**config.mk**
```make
export PLATFORM = sky130hd
export DESIGN_NAME = am_lock_top
export DESIGN_NICKNAME = d
export VERILOG_FILES = /design/src/am_pkg.sv /design/src/am_cfg_pkg.sv /design/src/am_cfg_if.sv /design/src/am_cfg_regs.sv /design/src/am_lane_lock.sv /design/src/am_lock_top.sv /design/src/am_matcher.sv
export SDC_FILE = /design/constraint.sdc
export NUM_CORES = 1
export LEC_CHECK = 0
export BUFFER_PORTS_ARGS = -buffer_cell sky130_fd_sc_hd__buf_2
export CORE_AREA = 2 2 266 268
export CTS_CLUSTER_DIAMETER = 60
export CTS_CLUSTER_SIZE = 25
export DETAILED_ROUTE_END_ITERATION = 6
export DIE_AREA = 0 0 268 270
export PLACE_DENSITY_LB_ADDON = 0.25
export SETUP_SLACK_MARGIN = 0.02
export SLEW_MARGIN = 40
export SYNTH_ARGS = -nofsm -noshare
export SYNTH_HDL_FRONTEND = slang
export SYNTH_SLANG_ARGS = --single-unit
```
**constraint.sdc**
```tcl
create_clock -name i_clock -period 6 [get_ports i_clock]
set_input_delay 0 -clock i_clock [delete_from_list [all_inputs] [get_ports i_clock]]
set_output_delay 0 -clock i_clock [all_outputs]
set_load 0.005 [all_outputs]
```
**src/am_pkg.sv**
```systemverilog
package am_pkg;

        localparam int N_LANES   = 4;
        localparam int N_ALIGNER = 4;
        localparam int NB_BLOCK  = 66;
        localparam int NB_AM     = 48;

        // sync header in bits 65:64, payload byte 0 in bits 63:56.
        typedef logic [NB_BLOCK-1:0]            am_block_t;

        // M0 M1 M2 M4 M5 M6, bip bytes dropped.
        typedef logic [NB_AM-1:0]               am_bytes_t;

        typedef logic [$clog2(N_ALIGNER)-1:0]   lane_id_t;
        typedef logic [15:0]                    err_count_t;
        typedef logic [7:0]                     resync_count_t;

        // control block header.
        localparam logic [1:0] AM_SYNC = 2'b10;

        // lane 0 to 3 markers of 802.3 clause 82.
        localparam am_bytes_t AM_TABLE [N_ALIGNER] = '{
                48'hC1_68_21_3E_97_DE,
                48'h9D_71_8E_62_8E_71,
                48'h59_4B_E8_A6_B4_17,
                48'h4D_95_7B_B2_6A_84
        };

endpackage

```
**src/am_cfg_pkg.sv**
```systemverilog
package am_cfg_pkg;

        typedef logic [2:0]     cfg_addr_t;
        typedef logic [31:0]    cfg_data_t;
        typedef logic [4:0]     valid_thr_t;    // good markers to lock.
        typedef logic [2:0]     invalid_thr_t;  // bad markers to unlock.
        typedef logic [15:0]    am_period_t;    // marker spacing in valid blocks.

        localparam cfg_addr_t ADDR_CTRL        = 3'd0;  // bit 0 enable.
        localparam cfg_addr_t ADDR_VALID_THR   = 3'd1;
        localparam cfg_addr_t ADDR_INVALID_THR = 3'd2;
        localparam cfg_addr_t ADDR_MASK_LO     = 3'd3;  // mask 31:0.
        localparam cfg_addr_t ADDR_MASK_HI     = 3'd4;  // mask 47:32.
        localparam cfg_addr_t ADDR_PERIOD      = 3'd5;

        localparam valid_thr_t          RST_VALID_THR   = 5'd5;
        localparam invalid_thr_t        RST_INVALID_THR = 3'd3;
        localparam am_pkg::am_bytes_t   RST_MASK        = '1;
        localparam am_period_t          RST_PERIOD      = 16'd16383;

endpackage

```
**src/am_cfg_if.sv**
```systemverilog
`timescale 1ns/1ps

interface am_cfg_if;
        import am_pkg::*;
        import am_cfg_pkg::*;

        logic           enable;
        valid_thr_t     valid_thr;
        invalid_thr_t   invalid_thr;
        am_bytes_t      compare_mask;
        am_period_t     am_period;

        modport regs
        (
                output enable, valid_thr, invalid_thr, compare_mask, am_period
        );

        // shared by every lane.
        modport lane
        (
                input  enable, valid_thr, invalid_thr, compare_mask, am_period
        );

endinterface

```
**src/am_cfg_regs.sv**
```systemverilog
`timescale 1ns/1ps

module am_cfg_regs
(
        input  logic                    i_clock,
        input  logic                    i_arst_n,
        input  logic                    i_cfg_wr,
        input  am_cfg_pkg::cfg_addr_t   i_cfg_addr,
        input  am_cfg_pkg::cfg_data_t   i_cfg_wdata,
        am_cfg_if.regs                  cfg
);
        import am_pkg::*;
        import am_cfg_pkg::*;

        logic           enable;
        valid_thr_t     valid_thr;
        invalid_thr_t   invalid_thr;
        am_bytes_t      compare_mask;
        am_period_t     am_period;

        always_ff @(posedge i_clock or negedge i_arst_n)
        begin
                if (!i_arst_n)
                begin
                        enable       <= 1'b0;
                        valid_thr    <= RST_VALID_THR;
                        invalid_thr  <= RST_INVALID_THR;
                        compare_mask <= RST_MASK;
                        am_period    <= RST_PERIOD;
                end
                else if (i_cfg_wr)
                begin
                        // unknown addresses fall through.
                        case (i_cfg_addr)
                        ADDR_CTRL:
                                enable <= i_cfg_wdata[0];
                        ADDR_VALID_THR:
                                valid_thr <= i_cfg_wdata[$bits(valid_thr_t)-1:0];
                        ADDR_INVALID_THR:
                                invalid_thr <= i_cfg_wdata[$bits(invalid_thr_t)-1:0];
                        ADDR_MASK_LO:
                                compare_mask[31:0] <= i_cfg_wdata;
                        ADDR_MASK_HI:
                                compare_mask[NB_AM-1:32] <= i_cfg_wdata[NB_AM-33:0];
                        ADDR_PERIOD:
                                am_period <= i_cfg_wdata[$bits(am_period_t)-1:0];
                        default:
                        begin
                        end
                        endcase
                end
        end

        assign cfg.enable       = enable;
        assign cfg.valid_thr    = valid_thr;
        assign cfg.invalid_thr  = invalid_thr;
        assign cfg.compare_mask = compare_mask;
        assign cfg.am_period    = am_period;

endmodule

```
**src/am_lane_lock.sv**
```systemverilog
`timescale 1ns/1ps

module am_lane_lock
(
        input  logic                    i_clock,
        input  logic                    i_arst_n,
        input  logic                    i_valid,
        input  logic                    i_block_lock,
        input  am_pkg::am_block_t       i_data,
        am_cfg_if.lane                  cfg,
        output am_pkg::am_block_t       o_data,
        output logic                    o_valid,
        output am_pkg::lane_id_t        o_lane_id,
        output am_pkg::err_count_t      o_error_counter,
        output logic                    o_am_lock,
        output logic                    o_resync,
        output am_pkg::resync_count_t   o_resync_counter,
        output logic                    o_start_of_lane
);
        import am_pkg::*;
        import am_cfg_pkg::*;

        typedef enum logic [1:0] {ST_SEARCH, ST_VERIFY, ST_LOCKED} state_t;

        state_t         state;
        logic           hit;
        lane_id_t       hit_id;
        lane_id_t       lane_id;
        am_period_t     pos_cnt;
        am_period_t     pos_reload;
        valid_thr_t     good_cnt;
        valid_thr_t     good_inc;
        invalid_thr_t   bad_cnt;
        invalid_thr_t   bad_inc;
        err_count_t     err_cnt;
        resync_count_t  resync_cnt;
        am_block_t      data_q;
        logic           valid_q;
        logic           sol;
        logic           resync;
        logic           lane_up;
        logic           at_am;
        logic           same_am;

        am_matcher am_matcher_i
        (
                .i_block        (i_data),
                .i_mask         (cfg.compare_mask),
                .o_hit          (hit),
                .o_hit_id       (hit_id)
        );

        assign lane_up    = i_block_lock && cfg.enable;
        assign at_am      = (pos_cnt == '0);                    // expected marker slot.
        assign same_am    = hit && (hit_id == lane_id);
        assign pos_reload = cfg.am_period - am_period_t'(1);
        assign good_inc   = good_cnt + valid_thr_t'(1);
        assign bad_inc    = bad_cnt + invalid_thr_t'(1);

        // payload stage.
        always_ff @(posedge i_clock)
        begin
                data_q <= i_data;
        end

        always_ff @(posedge i_clock or negedge i_arst_n)
        begin
                if (!i_arst_n)
                begin
                        state      <= ST_SEARCH;
                        valid_q    <= 1'b0;
                        lane_id    <= '0;
                        pos_cnt    <= '0;
                        good_cnt   <= '0;
                        bad_cnt    <= '0;
                        err_cnt    <= '0;
                        resync_cnt <= '0;
                        sol        <= 1'b0;
                        resync     <= 1'b0;
                end
                else
                begin
                        valid_q <= i_valid;
                        sol     <= 1'b0;
                        resync  <= 1'b0;
                        if (!lane_up)
                        begin
                                state    <= ST_SEARCH;                  // no counting here.
                                good_cnt <= '0;
                                bad_cnt  <= '0;
                        end
                        else if (i_valid)
                        begin
                                pos_cnt <= pos_cnt - am_period_t'(1);
                                case (state)
                                ST_SEARCH:
                                begin
                                        if (hit)
                                        begin
                                                lane_id  <= hit_id;
                                                good_cnt <= valid_thr_t'(1);
                                                bad_cnt  <= '0;
                                                pos_cnt  <= pos_reload;
                                                if (cfg.valid_thr <= valid_thr_t'(1))
                                                        state <= ST_LOCKED;
                                                else
                                                        state <= ST_VERIFY;
                                        end
                                end
                                ST_VERIFY:
                                begin
                                        if (at_am)
                                        begin
                                                pos_cnt <= pos_reload;
                                                if (!same_am)
                                                        state <= ST_SEARCH;
                                                else
                                                begin
                                                        good_cnt <= good_inc;
                                                        if (good_inc >= cfg.valid_thr)
                                                                state <= ST_LOCKED;
                                                end
                                        end
                                end
                                ST_LOCKED:
                                begin
                                        if (at_am)
                                        begin
                                                pos_cnt <= pos_reload;
                                                if (same_am)
                                                begin
                                                        bad_cnt <= '0;
                                                        sol     <= 1'b1;
                                                end
                                                else
                                                begin
                                                        bad_cnt <= bad_inc;
                                                        if (err_cnt != '1)
                                                                err_cnt <= err_cnt + err_count_t'(1);
                                                        if (bad_inc >= cfg.invalid_thr)
                                                        begin
                                                                // too many bad markers drop lock.
                                                                state  <= ST_SEARCH;
                                                                resync <= 1'b1;
                                                                if (resync_cnt != '1)
                                                                        resync_cnt <= resync_cnt + resync_count_t'(1);
                                                        end
                                                end
                                        end
                                end
                                default:
                                        state <= ST_SEARCH;
                                endcase
                        end
                end
        end

        assign o_data           = data_q;
        assign o_valid          = valid_q;
        assign o_lane_id        = lane_id;
        assign o_error_counter  = err_cnt;
        assign o_am_lock        = (state == ST_LOCKED);
        assign o_resync         = resync;
        assign o_resync_counter = resync_cnt;
        assign o_start_of_lane  = sol;

endmodule

```
**src/am_lock_top.sv**
```systemverilog
`timescale 1ns/1ps

module am_lock_top
(
        input  logic                            i_clock,
        input  logic                            i_arst_n,

        input  logic                            i_cfg_wr,
        input  am_cfg_pkg::cfg_addr_t           i_cfg_addr,
        input  am_cfg_pkg::cfg_data_t           i_cfg_wdata,

        input  logic                            i_valid,
        input  logic [am_pkg::N_LANES-1:0]      i_block_lock,
        input  am_pkg::am_block_t               i_data [am_pkg::N_LANES],

        output am_pkg::am_block_t               o_data [am_pkg::N_LANES],
        output logic                            o_valid,
        output am_pkg::lane_id_t                o_lane_id [am_pkg::N_LANES],
        output am_pkg::err_count_t              o_error_counter [am_pkg::N_LANES],
        output logic [am_pkg::N_LANES-1:0]      o_am_lock,
        output logic [am_pkg::N_LANES-1:0]      o_resync,
        output am_pkg::resync_count_t           o_resync_counter [am_pkg::N_LANES],
        output logic [am_pkg::N_LANES-1:0]      o_start_of_lane
);
        import am_pkg::*;

        logic [N_LANES-1:0]     lane_valid;

        am_cfg_if am_cfg_if_i ();

        am_cfg_regs am_cfg_regs_i
        (
                .i_clock        (i_clock),
                .i_arst_n       (i_arst_n),
                .i_cfg_wr       (i_cfg_wr),
                .i_cfg_addr     (i_cfg_addr),
                .i_cfg_wdata    (i_cfg_wdata),
                .cfg            (am_cfg_if_i.regs)
        );

        for (genvar i = 0; i < N_LANES; i++)
        begin : g_lane
                am_lane_lock am_lane_lock_i
                (
                        .i_clock                (i_clock),
                        .i_arst_n               (i_arst_n),
                        .i_valid                (i_valid),
                        .i_block_lock           (i_block_lock[i]),
                        .i_data                 (i_data[i]),
                        .cfg                    (am_cfg_if_i.lane),
                        .o_data                 (o_data[i]),
                        .o_valid                (lane_valid[i]),
                        .o_lane_id              (o_lane_id[i]),
                        .o_error_counter        (o_error_counter[i]),
                        .o_am_lock              (o_am_lock[i]),
                        .o_resync               (o_resync[i]),
                        .o_resync_counter       (o_resync_counter[i]),
                        .o_start_of_lane        (o_start_of_lane[i])
                );
        end

        assign o_valid = lane_valid[0];                 // all lanes share one valid.

endmodule

```
**src/am_matcher.sv**
```systemverilog
`timescale 1ns/1ps

module am_matcher
(
        input  am_pkg::am_block_t       i_block,
        input  am_pkg::am_bytes_t       i_mask,
        output logic                    o_hit,
        output am_pkg::lane_id_t        o_hit_id
);
        import am_pkg::*;

        am_bytes_t              m_bytes;
        logic                   sync_ok;
        logic [N_ALIGNER-1:0]   match;

        // payload is M0 M1 M2 BIP3 M4 M5 M6 BIP7 from the top down.
        assign m_bytes = {i_block[63:40], i_block[31:8]};
        assign sync_ok = (i_block[NB_BLOCK-1:NB_BLOCK-2] == AM_SYNC);

        always_comb
        begin
                for (int k = 0; k < N_ALIGNER; k++)
                begin
                        // masked-out bits never count.
                        match[k] = sync_ok && (((m_bytes ^ AM_TABLE[k]) & i_mask) == '0);
                end
        end

        // lowest index wins.
        always_comb
        begin
                o_hit    = 1'b0;
                o_hit_id = '0;
                for (int k = N_ALIGNER - 1; k >= 0; k--)
                begin
                        if (match[k])
                        begin
                                o_hit    = 1'b1;
                                o_hit_id = lane_id_t'(k);
                        end
                end
        end

endmodule

```
* Word-level counts from Yosys, hierarchy flattened
Index checks and enable logic that the tools add are counted.
** Word-level totals
- Register bits :: 554
- Input port bits :: 307
- Output and inout port bits :: 381
** Operators by class
- Add/sub/neg operators :: 21
- $lt $le $gt $ge :: 9
- Equality and inequality tests :: 69
- Multiplexer cells :: 177
- Bitwise logic cells :: 36
- Reductions and logical operators :: 87
** Operator list (number)
- bitwise AND 48 bit :: 16
- zero test 48 bit :: 16
- inverter 24 bit :: 16
- 2-to-1 mux 16 bit :: 8
- case mux 16 bit (2 select lines) :: 4
- 2-to-1 mux 2 bit :: 53
- 2-to-1 mux 5 bit :: 20
- subtractor 16 x 1 -> 16 bit, second input constant :: 5
- != test 3 bit, second input constant :: 24
- adder 16 x 1 -> 16 bit, second input constant :: 4
- zero test 16 bit :: 4
- != test 16 bit, second input constant :: 4
- 2-to-1 mux 1 bit :: 60
- 2-to-1 mux 3 bit :: 20
- AND reduction 7 bit :: 8
- case mux 5 bit (2 select lines) :: 4
- adder 8 x 1 -> 8 bit, second input constant :: 4
- != test 8 bit, second input constant :: 4
- AND reduction 4 bit :: 8
- logical AND 1 bit :: 24
- != test 3 x 2 -> 1 bit, second input constant :: 8
- case mux 2 bit (3 select lines) :: 4
- case mux 3 bit (2 select lines) :: 4
- AND reduction 6 bit :: 4
- 19 further kinds :: 73

* Depth between registers and ports, before layout
Gate-level depths: netlist of run 1.
- Word-level depth :: 15
- Mapped depth :: 13
- Gate-level depth less buffers :: 12

* By module
From an unflattened synthesis of run 1, not the netlist that was laid out.
** Second synthesis, totals
- Cell total of the unflattened synthesis :: 2411
- Area, all modules :: 25049.0 µm²
** Modules (own cells, without submodules)
- am_lane_lock (g_lane[0].am_lane_lock_i ...) :: instances 3, cells an instance 444, area each 4759.6 µm²
- am_lane_lock (g_lane[3].am_lane_lock_i) :: instances 1, cells an instance 421, area each 4720.8 µm²
- am_matcher :: instances 4, cells an instance 125, area each 792.0 µm²
- am_cfg_regs :: instances 1, cells an instance 158, area each 2881.5 µm²

* Worst setup path after synthesis of run 1
OpenSTA, ideal clock, no wires.
- Kind :: flip-flop to flip-flop
- Start point :: reg g_lane[0].am_lane_lock_i.pos_cnt[0]
- End point :: reg g_lane[0].am_lane_lock_i.err_cnt[5]
- Setup time :: 124 ps
- Arrival :: 3235 ps
- Required time :: 5876 ps
- Setup slack :: 2641 ps
- Cell stages (with the launch flop) :: 13
- Path buffers :: 1
- Clock period less this slack :: 3359 ps
- Cell sequence :: dfrtp_1 > inv_1 > ha_1 > or4b_4 > nand2b_4 > or3_4 > or3_4 > nor3_4 > nand4_4 > a311oi_4 > buf_6 > nand4_1 > xnor2_1
** On the way
- Word-level cells in the longest chain between the ends :: 2
** RTL lines
- start: declaration :: line am_lane_lock.sv:29 : am_period_t pos_cnt;
- start signal: assignment :: line am_lane_lock.sv:94 : pos_cnt <= pos_cnt - am_period_t'(1);
- start signal: assignment :: line am_lane_lock.sv:103 : pos_cnt <= pos_reload;
- start signal: assignment :: line am_lane_lock.sv:114 : pos_cnt <= pos_reload;
- zero test 16 bit :: line am_lane_lock.sv:54 : assign at_am = (pos_cnt == '0);
- AND reduction 6 bit (no source line)
- end signal: assignment :: line am_lane_lock.sv:139 : err_cnt <= err_cnt + err_count_t'(1);
- end: declaration :: line am_lane_lock.sv:35 : err_count_t err_cnt;
Every way passes these cells.
A chain may end at the register's enable or synchronous reset.

* Worst setup path after layout of run 1
- Start point :: reg am_cfg_regs_i.compare_mask[46], in the netlist am_cfg_regs_i.cfg.compare_mask[46]
- End point :: reg g_lane[0].am_lane_lock_i.pos_cnt[11]
** On the way
- Word-level cells in the longest chain between the ends :: 9
- Elaborated cells between the ends (all ways) :: 18
** RTL lines
- start: declaration :: line am_cfg_regs.sv:18 : am_bytes_t compare_mask;
- start signal: indexed assignment :: line am_cfg_regs.sv:44 : compare_mask[NB_AM-1:32] <= i_cfg_wdata[NB_AM-33:0];
- bitwise AND 48 bit :: line am_matcher.sv:25 : match[k] = sync_ok && (((m_bytes ^ AM_TABLE[k]) & i_mask) == '0);
- zero test 48 bit :: line am_matcher.sv:25
- logical AND 1 bit :: line am_matcher.sv:25
- 2-to-1 mux 1 bit (3 in a row) :: line am_matcher.sv:36 : if (match[k])
- 2-to-1 mux 1 bit * :: line am_matcher.sv:36
- 2-to-1 mux 16 bit * :: line am_lane_lock.sv:98 : if (hit)
- case mux 16 bit (2 select lines) * :: line am_lane_lock.sv:95 : case (state)
Mark *: on every way between the ends. The rest lies on a longest branch, timed or not.

==> summary.md, run 1 <==
| Metric | Value |
|---|---|
| Boundary Pins | `688` |
| Worst-path clk slew | `0.09 ns` |
| Clock Skew | `~0.055 ns` |
| Reg area | `12600 um2` |
| Total GRT Usage | `0.288` |
| Synth cell types | `between 80 and 90` |
| Final setup viols | `0` |
| CTS H-tree lvls | `2` |
| VDD IR max | `between 0.2 and 0.25 mV` |
| WL final | `about 110 mm` |
| Initial Util | `0.351` |
| Synth async-reset ratio | `0.523` |
| Cell area power density | `just over 300 nW/um2` |
| Cts repair resizes | `0` |
| Mux contribution to synthesized area | `0.0341` |
| Net count after synthesis | `between 2000 and 3000` |
| Final Critical Period | `between 4 and 5 ns` |
| Share of the synthesized area in the top cell type | `0.230` |
| Fin. Hold Viols | `0` |
| Input/output buffers | `slightly below 700` |
| Final TNS setup | `0 ns` |
| Synth area leader | `dfrtp_1` |
| Critical path type | `flop to flop` |
| Mapped Area | `approximately 24000 um2` |
| Post-synthesis xor/xnor area fraction | `0.0452` |
| Yosys reg bits | `approximately 550` |
| Worst R2R End | `g_lane[0].am_lane_lock_i.pos_cnt[11]` |
| Yosys warns | `0` |
| Via count | `~24000` |
| CP arrival | `between 4 and 5 ns` |
| Layout fillers | `about 6300` |
| Total die area | `a little over 70000 um2` |
| Initial antenna violation count | `25` |
| Routed len/inst | `24.0 um` |
| Area delta synth->final | `41.8%` |
| Crit-path max FO | `14` |
| CTS Hold Buffers Added | `around 370` |
| Die H | `around 270 um` |
| First-pass GRT wire length | `154 mm` |
| Worst hold path class | `input pin to flop` |
| Skew-Pair Late Insertion Delay | `about 0.64 ns` |
| Top_reg_cell synth | `dfxtp_1` |
| DR iter-0 viols | `between 2000 and 2500` |
| Critical Path Start | `am_cfg_regs_i.cfg.compare_mask[46]` |
| Most common cell in the netlist | `nand2_1` |
| Layout cell share with drive strength beyond 1 | `0.276` |
| Site row count | `97` |
| CTS Buf Count | `a little under 50` |
| Largest net degree at the start of global routing | `138` |
| Post-DRT Antenna Nets | `0` |
| RSZ-0062 raised after global routing | `no` |
| Slew Viols, Final | `0` |
| Post-layout nets | `~3900` |
| R2R setup slack | `1.82 ns` |
| Fin crit share | `0.696` |
| Leakage | `around 16 nW` |
| DRT Pass-1 Iters | `6` |
| Top cells by area, synth | `dfrtp_1 (23%), dfxtp_1 (22%), dfstp_2 (7.1%)` |
| Status | `complete, no violations` |
| Final hold slack | `approximately 0.016 ns` |
| CTS tree | `done` |
| Slew of the pin with the lowest slew margin | `roughly 0.90 ns` |
| # Max-Cap Violations | `0` |
| R2R cell count | `12` |
| Sequential cell area fraction in the yosys report | `0.517` |
| Fmax achieved | `approximately 240 MHz` |
| Synthesized area per cell | `between 9 and 10 um2` |
| CTS Buffer Depth | `3` |
| Core area | `just under 70000 um2` |
| Relative slew margins | `0.391` |
| Vias per cell | `about 5.3` |
| RR Startpoint | `am_cfg_regs_i.cfg.compare_mask[46]` |
| Clock Tree Root | `clkbuf_16` |
| Multi-input gate area | `around 11000 um2` |
| Post-Syn Instances | `2447` |
| Commonest cells post-synth | `nand2_1 (275), dfxtp_1 (264), dfrtp_1 (224)` |
| Synth Area in Simple Gates | `0.195` |
| Post-synthesis compound-gate area fraction | `0.143` |
| Clk sink count | `554` |
| Post-synthesis adder-cell area fraction | `0.0369` |
| Setup crit start kind | `flop` |
| Gpl congestion | `slightly above 1` |
| Grt ovf | `0` |
| Die W | `roughly 270 um` |
| CP required | `between 6 and 7 ns` |
| Largest family of logic cells by synthesized area | `simple AND/OR/NAND/NOR gates` |
| Setup Fix Bufs, Post-CTS | `0` |
| DRC violations left | `0` |
| Crit path capture type | `flop` |
| Post-DP HPWL | `roughly 82 mm` |
| Vias in the first global route | `~23000` |
| CP Capture Point | `g_lane[0].am_lane_lock_i.pos_cnt[11]` |
| Number of synthesized flops with an enable pin | `0` |
[critical path: stages (launching register included)]
cell       delay (ns)
dfstp_2          0.40
inv_1            0.17
o2111ai_1        0.43
nor4_1           0.87
nand3_1          0.26
o22ai_1          0.26
buf_4            0.20
nor3_1           0.10
a211oi_2         0.62
buf_4            0.31
or3b_2           0.14
o21ai_0          0.08
a22o_1           0.21
[kinds of logic after synthesis]
kind of cell / after synthesis
adder cells (fa/ha/maj): 72
AO/OA/AOI/OAI: 525
XOR/XNOR: 126
multiplexers: 75
flip-flops: 554
buffers and inverters: 173
AND/OR/NAND/NOR: 922
[cell type report]
cell class / instances / share of cell area
tap: 940 / 0.0340
timing repair buffer: 1073 / 0.211
clock buffer: 54 / 0.0378
antenna: 11 / 0.000795
inverter: 105 / 0.0114
sequential: 554 / 0.365
clock inverter: 37 / 0.0158
multi-input combinational: 1720 / 0.324
[per-stage QoR]
step	area, um2	util	cells	setup WS (ns)	power (W)
after CTS	34500	0.496	4482	1.97	0.0105
final	34600	0.498	4494	1.82	0.0105
after global placement	28900	0.415	4023	1.80	0.00670
after global routing	34600	0.497	4487	1.56	0.0110
after detailed placement	29000	0.417	4024	2.02	0.00671
after floorplan	24400	-	2447	2.64	0.00575
[flip-flops by register name, summed over array words and instances, names as in the netlist, 5 cells and up]
name	flops
g_lane.am_lane_lock_i.pos_cnt	64
g_lane.am_lane_lock_i.bad_cnt	12
g_lane.am_lane_lock_i.o_data	264
am_cfg_regs_i.cfg.valid_thr	5
g_lane.am_lane_lock_i.o_error_counter	64
am_cfg_regs_i.cfg.am_period	16
g_lane.am_lane_lock_i.state	8
g_lane.am_lane_lock_i.good_cnt	20
am_cfg_regs_i.cfg.compare_mask	48
g_lane.am_lane_lock_i.o_lane_id	8
g_lane.am_lane_lock_i.o_resync_counter	32
[routing by layer]
layer	global-route usage	wire [um]	vias up	share of wire
li1	-	-	11000	-
met3	0.0821	9390	324	0.087
met2	0.467	49600	1096	0.46
met4	0.171	7200	20	0.067
met5	0	110	-	0.0010
met1	0.338	41400	11600	0.38
[placed cells by master, fill, tap and decap left out, types with 12 or more instances in the layout]
cell,netlist,final
a22o_1,18,18
and2_1,12,12
nand3_1,98,98
o21ai_0,168,167
buf_2,3,686
a21oi_1,80,80
mux2_2,66,66
dfstp_2,66,66
and3_1,42,40
nand2b_1,89,89
a22oi_1,40,40
xnor2_1,89,85
ha_1,72,72
dfrtp_1,224,224
o22ai_1,16,16
buf_4,12,16
nand2_1,275,275
nor4_1,54,45
a21o_1,13,13
o2111ai_1,34,34
nor2b_1,21,21
nor3_1,69,66
nand4_1,68,68
xor2_1,37,37
clkbuf_16,0,51
nor2_1,115,114
inv_1,105,105
a31oi_1,19,19
o221ai_1,29,29
dfxtp_1,264,264
dlygate4sd3_1,0,366
o211ai_1,24,24
or3_1,13,13
[worst min-delay path by stage]
stage / start / end / slack, ns / cells after the start
floorplan: i_arst_n / am_cfg_regs_i.cfg.am_period[14] / -0.30 / 0
global placement: i_arst_n / g_lane[0].am_lane_lock_i.o_error_counter[9] / 0.05 / 1
detailed placement: i_arst_n / g_lane[0].am_lane_lock_i.o_error_counter[9] / 0.05 / 1
CTS: i_data[205] / g_lane[0].am_lane_lock_i.o_data[7] / 0.0004 / 2
global route: i_data[66] / g_lane[2].am_lane_lock_i.o_data[0] / 0.001 / 2
finish: i_data[66] / g_lane[2].am_lane_lock_i.o_data[0] / 0.02 / 2
[power breakdown]
group | internal [W] | switching (W)
combinational | 0.000962 | 0.00141
sequential | 0.00414 | 0.000392
clock | 0.00180 | 0.00183
Note: power is estimated with default switching activity, not from simulation.
==> inputs of run 2 (changes only) <==
Clock period 6 ns to 4.2 ns, I/O delays scaled along.
==> summary.md, run 2 (synthesized netlist as in run 1, its figures left out) <==
| Metric | Value |
|---|---|
| Status | `complete, no violations` |
| Initial Util | `0.351 (unchanged)` |
| RSZ-0062 raised after global routing | `no` |
| Leakage | `15.9 nW (+1.8%)` |
| First-pass GRT wire length | `156 mm (+0.92%)` |
| CTS Buffer Depth | `3 (unchanged)` |
| Boundary Pins | `688 (unchanged)` |
| Die H | `270 um (unchanged)` |
| Die W | `268 um (unchanged)` |
| Final setup viols | `0 (unchanged)` |
| Area delta synth->final | `43.9%` |
| Site row count | `97 (unchanged)` |
| Cell area power density | `433 nW/um2 (+42%)` |
| Placed insts | `4064 (+0.99%)` |
| Post-layout nets | `3945 (+1.6%)` |
| Post-DRT Antenna Nets | `0 (unchanged)` |
| Via count | `24200 (+0.82%)` |
| Most common cell after layout, fill and taps aside | `buf_2` |
| CP top delay family | `compound AO/OA/AOI/OAI gates` |
| Core area | `69500 um2 (unchanged)` |
| CTS tree | `done` |
| Cts repair resizes | `0 (unchanged)` |
| Final Critical Period | `3.87 ns (-0.309 ns)` |
| # Max-Cap Violations | `0 (unchanged)` |
| DRT Pass-1 Iters | `6 (unchanged)` |
| Fin crit share | `0.921 (+0.225)` |
| Max reg flops | `264 (unchanged)` |
| Worst hold path class | `input pin to flop` |
| Input/output buffers | `687 (unchanged)` |
| Crit path capture type | `flop` |
| CP cell instances | `inv_1 > o2111ai_1 > nor4_1 > nand2_1 > nor2_1 > a211oi_1 > a211o_1 > a311oi_4 > buf_4 > nand4_1 > xnor2_1` |
| R2R cell count | `11 (-1)` |
| Final hold slack | `0.0232 ns (+0.00669 ns)` |
| Crit-path max FO | `8 (-6)` |
| Layout fillers | `6355 (+0.11%)` |
| Slowest CP cell | `nor4_1` |
| Layout Cells excl Fill | `4555 (+1.4%)` |
| Initial antenna violation count | `17 (-32%)` |
| Post-placement cell area | `29300 um2 (+0.98%)` |
| Clk sink count | `554 (unchanged)` |
| Total die area | `72400 um2 (unchanged)` |
| Routed len/inst | `23.5 um (-1.9%)` |
| Critical path type | `flop to flop` |
| Fmax achieved | `259 MHz (+8.0%)` |
| WL final | `107 mm (-0.58%)` |
| Slew of the pin with the lowest slew margin | `0.857 ns (-0.0468 ns)` |
| CTS H-tree lvls | `2 (unchanged)` |
| CTS Buf Count | `50 (+2.0%)` |
| Layout cell share with drive strength beyond 1 | `0.278 (+0.00223)` |
| Skew-Pair Late Insertion Delay | `0.66 ns (+0.02 ns)` |
| Final TNS setup | `0 ns (unchanged)` |
| Largest net degree at the start of global routing | `96 (-30%)` |
| Clock Skew | `0.0645 ns (+0.00977 ns)` |
| Grt ovf | `0 (unchanged)` |
| CP arrival | `4.37 ns (-0.31 ns)` |
| DRC violations left | `0 (unchanged)` |
| Crit-path max cell delay | `0.83 ns (-0.04 ns)` |
| CP required | `4.70 ns (-1.80 ns)` |
| Post-DP HPWL | `82.0 mm (about the same)` |
| Gpl congestion | `0.990 (-2.7%)` |
| Vias in the first global route | `23800 (+1.3%)` |
| Most frequent cells in the layout | `buf_2 (686), dlygate4sd3_1 (390), nand2_1 (275)` |
| DR iter-0 viols | `2145 (+3.4%)` |
| WP depth | `11 (-1)` |
| Final Instance Area | `35100 um2 (+1.5%)` |
| Clock Tree Root | `clkbuf_16` |
| Worst-path clk slew | `0.10 ns (about the same)` |
| Hold path depth | `2 (unchanged)` |
| Slew Viols, Final | `0 (unchanged)` |
| Relative slew margins | `0.423 (+0.0323)` |
| VDD IR max | `0.385 mV (+84%)` |
| Fin. Hold Viols | `0 (unchanged)` |
| Buffer and inverter count on the worst path | `2 (-1)` |
| Total GRT Usage | `0.289 (+0.000963)` |
| Setup crit start kind | `flop` |
| Vias per cell | `5.32 (-0.53%)` |
==> run 2: cell count changes in the layout (fill, tap and decap cells not counted), moves of 2 or more <==
cell / before / now
nor4_1: 45 / 53
clkinv_4: 3 / 0
diode_2: 11 / 7
nor4_2: 10 / 2
buf_4: 16 / 52
clkinv_16: 0 / 4
xnor2_1: 85 / 89
clkinv_2: 1 / 4
clkbuf_8: 2 / 0
dlygate4sd3_1: 366 / 390
clkinv_8: 5 / 8
xnor2_2: 4 / 0
inv_8: 2 / 5
==> run 2: report_power, final <==
part / internal (W) / leakage (nW) / switching (W)
Combinational: 0.00143 / 9.07 / 0.00203
Sequential: 0.00592 / 5.95 / 0.000571
Clock: 0.00250 / 0.926 / 0.00276
Total: 0.00985 / 15.9 / 0.00536
==> run 2: worst reg2reg max path: stages (launching register included) <==
cell	delay, ns
dfstp_2	0.40
inv_1	0.15
o2111ai_1	0.38
nor4_1	0.83
nand2_1	0.11
nor2_1	0.24
a211oi_1	0.07
a211o_1	0.52
a311oi_4	0.52
buf_4	0.23
nand4_1	0.11
xnor2_1	0.14
==> run 2: what timing repair did <==
| action | in CTS | in global routing |
|---|---|---|
| hold buffers | 390 | 0 |
| buffers inserted | 0 | 0 |
| hold endpoints to repair | 602 | 0 |
==> run 2: final timing paths <==
kind | endpoint | slack (ns) | startpoint
max | g_lane[0].am_lane_lock_i.o_error_counter[9] | 0.33 | am_cfg_regs_i.cfg.compare_mask[46]
max in group asynchronous | g_lane[2].am_lane_lock_i.pos_cnt[8] | 2.72 | i_arst_n
min reg2reg | g_lane[0].am_lane_lock_i.o_error_counter[4] | 0.49 | g_lane[0].am_lane_lock_i.o_error_counter[4]
max reg2reg | g_lane[0].am_lane_lock_i.o_error_counter[9] | 0.33 | am_cfg_regs_i.cfg.compare_mask[46]
min | g_lane[0].am_lane_lock_i.o_data[24] | 0.02 | i_data[222]
min in group asynchronous | g_lane[0].am_lane_lock_i.o_error_counter[9] | 0.56 | i_arst_n
==> run 2: through the flow <==
stage / util / setup WS, ns / power, W
after floorplan: - / 0.841 / 0.00822
after global placement: 0.420 / 0.331 / 0.00962
after detailed placement: 0.421 / 0.456 / 0.00965
after CTS: 0.505 / 0.413 / 0.0152
after global routing: 0.505 / 0.100 / 0.0159
final: 0.505 / 0.332 / 0.0152
==> run 2: area by class of cell <==
| cell class | count | area (um2) | share of cell area |
|---|---|---|---|
| diodes | 7 | 17.5 | 0.000499 |
| clock buffers | 51 | 1250 | 0.0357 |
| clock inverters | 43 | 676 | 0.0192 |
| inverters | 105 | 394 | 0.0112 |
| multi-input cells | 1720 | 11100 | 0.316 |
| flip-flops and latches | 554 | 12600 | 0.359 |
| well taps | 940 | 1180 | 0.0335 |
| repair buffers | 1135 | 7870 | 0.224 |
==> run 2: metal layers <==
| metal | part of all wire | global-route usage |
|---|---|---|
| met3 | 0.080 | 0.0690 |
| met5 | 0.00043 | 0 |
| met2 | 0.46 | 0.464 |
| met1 | 0.39 | 0.349 |
| met4 | 0.070 | 0.178 |
==> inputs of run 3 (changes only) <==
Settings changed: ABC_AREA set to 1, CORE_AREA 2 2 266 268 to 2 2 269 271, DIE_AREA 0 0 268 270 to 0 0 271 273.
==> summary.md, run 3 <==
| Metric | Value |
|---|---|
| Status | `complete, no violations` |
| Post-synthesis xor/xnor area fraction | `0.0445 (-0.000682)` |
| Yosys reg bits | `554 (unchanged)` |
| Synth area leader | `dfrtp_1` |
| Relative slew margins | `0.379 (-0.0448)` |
| RSZ-0062 raised after global routing | `no` |
| Cts repair resizes | `0 (unchanged)` |
| Total die area | `74000 um2 (+2.2%)` |
| Crit-path max FO | `15 (+7)` |
| Number of synthesized flops with an enable pin | `0 (unchanged)` |
| Synth async-reset ratio | `0.523 (unchanged)` |
| CTS tree | `done` |
| Mapped Area | `29900 um2 (+22%)` |
| Top cells by area, synth | `dfrtp_1 (19%), dfxtp_1 (18%), nand2_1 (15%)` |
| Slew Viols, Final | `0 (unchanged)` |
| Leakage | `20.7 nW (+30%)` |
| CP top delay family | `simple AND/OR/NAND/NOR gates` |
| RR Startpoint | `am_cfg_regs_i.cfg.compare_mask[40]` |
| CP required | `4.71 ns (about the same)` |
| Post-DRT Antenna Nets | `0 (unchanged)` |
| Top_reg_cell synth | `dfxtp_1` |
| Final setup viols | `0 (unchanged)` |
| Synth Area in Simple Gates | `0.342 (+0.147)` |
| Mux contribution to synthesized area | `0.00473 (-0.0294)` |
| Most frequent cells in the layout | `nand2_1 (1207), buf_2 (686), nor2_1 (564)` |
| Yosys warns | `0 (unchanged)` |
| Crit path capture type | `flop` |
| Net count after synthesis | `4521 (+60%)` |
| Worst R2R End | `g_lane[3].am_lane_lock_i.o_resync_counter[6]` |
| Post-Syn Instances | `4142 (+69%)` |
| Boundary Pins | `688 (unchanged)` |
| DR iter-0 viols | `3185 (+48%)` |
| Share of the synthesized area in the top cell type | `0.188 (-0.0422)` |
| Critical path type | `flop to flop` |
| Post-layout nets | `5559 (+41%)` |
| Final TNS setup | `0 ns (unchanged)` |
| Fin util | `0.560 (+0.0552)` |
| Worst-path clk slew | `0.09 ns (about the same)` |
| CP arrival | `3.60 ns (-0.77 ns)` |
| Site row count | `98 (+1.0%)` |
| CTS Hold Buffers Added | `371 (-4.9%)` |
| Most common cell after layout, fill and taps aside | `nand2_1` |
| Gpl congestion | `1.09 (+10%)` |
| First-pass GRT wire length | `193 mm (+24%)` |
| Routed len/inst | `21.3 um (-9.4%)` |
| Fin. Hold Viols | `0 (unchanged)` |
| R2R cell count | `16 (+5)` |
| Worst hold path class | `input pin to flop` |
| Synth cell types | `62 (-26%)` |
| Max reg flops | `264 (unchanged)` |
| WP depth | `16 (+5)` |
| Clk sink count | `554 (unchanged)` |
| Post-synthesis adder-cell area fraction | `0.0301 (-0.00678)` |
| VDD IR max | `0.414 mV (+7.7%)` |
| Crit-path max cell delay | `0.59 ns (-0.24 ns)` |
| Post-DP HPWL | `100 mm (+22%)` |
| Core area | `71000 um2 (+2.1%)` |
| Clock Skew | `0.0301 ns (-0.0343 ns)` |
| R2R setup slack | `1.11 ns (+0.77 ns)` |
| Buffer and inverter count on the worst path | `1 (-1)` |
| CTS H-tree lvls | `2 (unchanged)` |
| DRT Pass-1 Iters | `6 (unchanged)` |
| CP Capture Point | `g_lane[3].am_lane_lock_i.o_resync_counter[6]` |
| Vias in the first global route | `31200 (+31%)` |
| Clock Tree Root | `clkbuf_16` |
| Layout fillers | `6689 (+5.3%)` |
| Largest net degree at the start of global routing | `108 (+13%)` |
| Final Critical Period | `3.09 ns (-0.775 ns)` |
| Slowest CP cell | `dfstp_2` |
| Total GRT Usage | `0.346 (+0.0568)` |
| Slew of the pin with the lowest slew margin | `0.925 ns (+0.0680 ns)` |
| Cell area power density | `429 nW/um2 (-0.89%)` |
| Fin crit share | `0.737 (-0.184)` |
| Setup crit start kind | `flop` |
| WL final | `131 mm (+23%)` |
| Synthesized area per cell | `7.22 um2 (-28%)` |
| Grt ovf | `0 (unchanged)` |
| Setup Fix Bufs, Post-CTS | `0 (unchanged)` |
| # Max-Cap Violations | `0 (unchanged)` |
| Vias per cell | `5.23 (-1.6%)` |
| Hold_sp | `i_data[131]` |
| Initial Util | `0.421 (+0.0701)` |
| Layout cell share with drive strength beyond 1 | `0.204 (-0.0746)` |
| DRC violations left | `0 (unchanged)` |
| CP cell instances | `inv_2 > o21ai_1 > nor2_1 > and2_1 > nand2_1 > nor2_1 > nand2_1 > nand2_1 > nand2_1 > nand2_2 > nand2_2 > nand2_4 > a21boi_2 > nand3_2 > nand2_1 > o21ai_2` |
| Initial antenna violation count | `9 (-8)` |
| Critical Path Start | `am_cfg_regs_i.cfg.compare_mask[40]` |
| Die H | `273 um (+1.1%)` |
| Via count | `32300 (+33%)` |
| Die W | `271 um (+1.1%)` |
| Area delta synth->final | `33.1%` |
| Skew-Pair Late Insertion Delay | `0.65 ns (about the same)` |
| Most used cell, CP | `nand2_1` |
| Commonest cells post-synth | `nand2_1 (1209), nor2_1 (564), inv_1 (480)` |
| CTS Buf Count | `48 (-4.0%)` |
| Post-synthesis compound-gate area fraction | `0.0727 (-0.0699)` |
| Input/output buffers | `687 (unchanged)` |
| Largest family of logic cells by synthesized area | `simple AND/OR/NAND/NOR gates` |
| Sequential cell area fraction in the yosys report | `0.422 (-0.0950)` |
| Most common cell in the netlist | `nand2_1` |
| Fmax achieved | `323 MHz (+25%)` |
| CTS Buffer Depth | `3 (unchanged)` |
run 3: changes by cell type after synthesis, moves of 51 or more:
cell / change
inv_1: +375
mux2_2: -57
nand2_1: +934
xor2_1: +62
nand2_2: +56
o21ai_0: -51
nor2_1: +449
nand2b_1: -89
nand3_1: +139
nand4_1: +52
run 3: area by class of cell:
type | count | area (um2) | share of cell area
Antenna cell | 3 | 7.51 | 0.000189
Clock buffer | 53 | 1260 | 0.0317
Clock inverter | 37 | 586 | 0.0147
Inverter | 530 | 1990 | 0.0501
Multi-Input combinational cell | 2975 | 14800 | 0.372
Sequential cell | 554 | 12600 | 0.317
Tap cell | 950 | 1190 | 0.0299
Timing Repair Buffer | 1071 | 7310 | 0.184
run 3: per-layer routing:
layer  GRT usage  vias up  wire length (um)
met5           0        -                26
met4       0.168        4              7200
met3      0.0736      325             12600
met2       0.542     1679             57100
met1       0.454    15100             54500
li1            -    15200                 -
run 3: how the worst min path moves through the flow:
stage                                                      to  slack [ns]  cells past startpoint
after floorplan               am_cfg_regs_i.cfg.am_period[14]       -0.30                      0
after global placement     g_lane[2].am_lane_lock_i.o_data[0]        0.10                      1
after detailed placement   g_lane[3].am_lane_lock_i.o_data[2]        0.10                      1
after CTS                  g_lane[2].am_lane_lock_i.o_data[5]     0.00009                      2
after global routing      g_lane[2].am_lane_lock_i.o_data[65]        0.01                      2
final                     g_lane[2].am_lane_lock_i.o_data[65]        0.01                      2
run 3: logic make-up (layout without fill, tap and decap cells):
family | count (synthesis) | count (layout)
and+or+nand+nor | 2382 | 2382
buffers and inverters | 613 | 1691
DFF | 554 | 554
AOI/OAI and AO/OA | 356 | 356
xor gates and xnor gates | 152 | 152
adders and majority gates | 72 | 72
muxes | 13 | 13
other | 0 | 3
run 3: stage by stage:
step                      cell area, um2  hold WS [ns]  setup slack [ns]  cells  power, W
after detailed placement           34200         0.104              1.19   5707    0.0116
final                              39800        0.0118              1.11   6173    0.0171
after CTS                          39700     0.0000936              1.18   6168    0.0170
after floorplan                    29900        -0.296              2.05   4142   0.00973
after global routing               39800        0.0119             0.917   6171    0.0179
after global placement             34100         0.102              1.21   5707    0.0116
run 3: report_power, final:
part	total, W	switching [W]	internal, W	leakage (nW)
sequential	0.00687	0.000897	0.00598	5.77
clock	0.00509	0.00265	0.00244	0.886
combinational	0.00511	0.00330	0.00181	14.0
total	0.0171	0.00685	0.0102	20.7
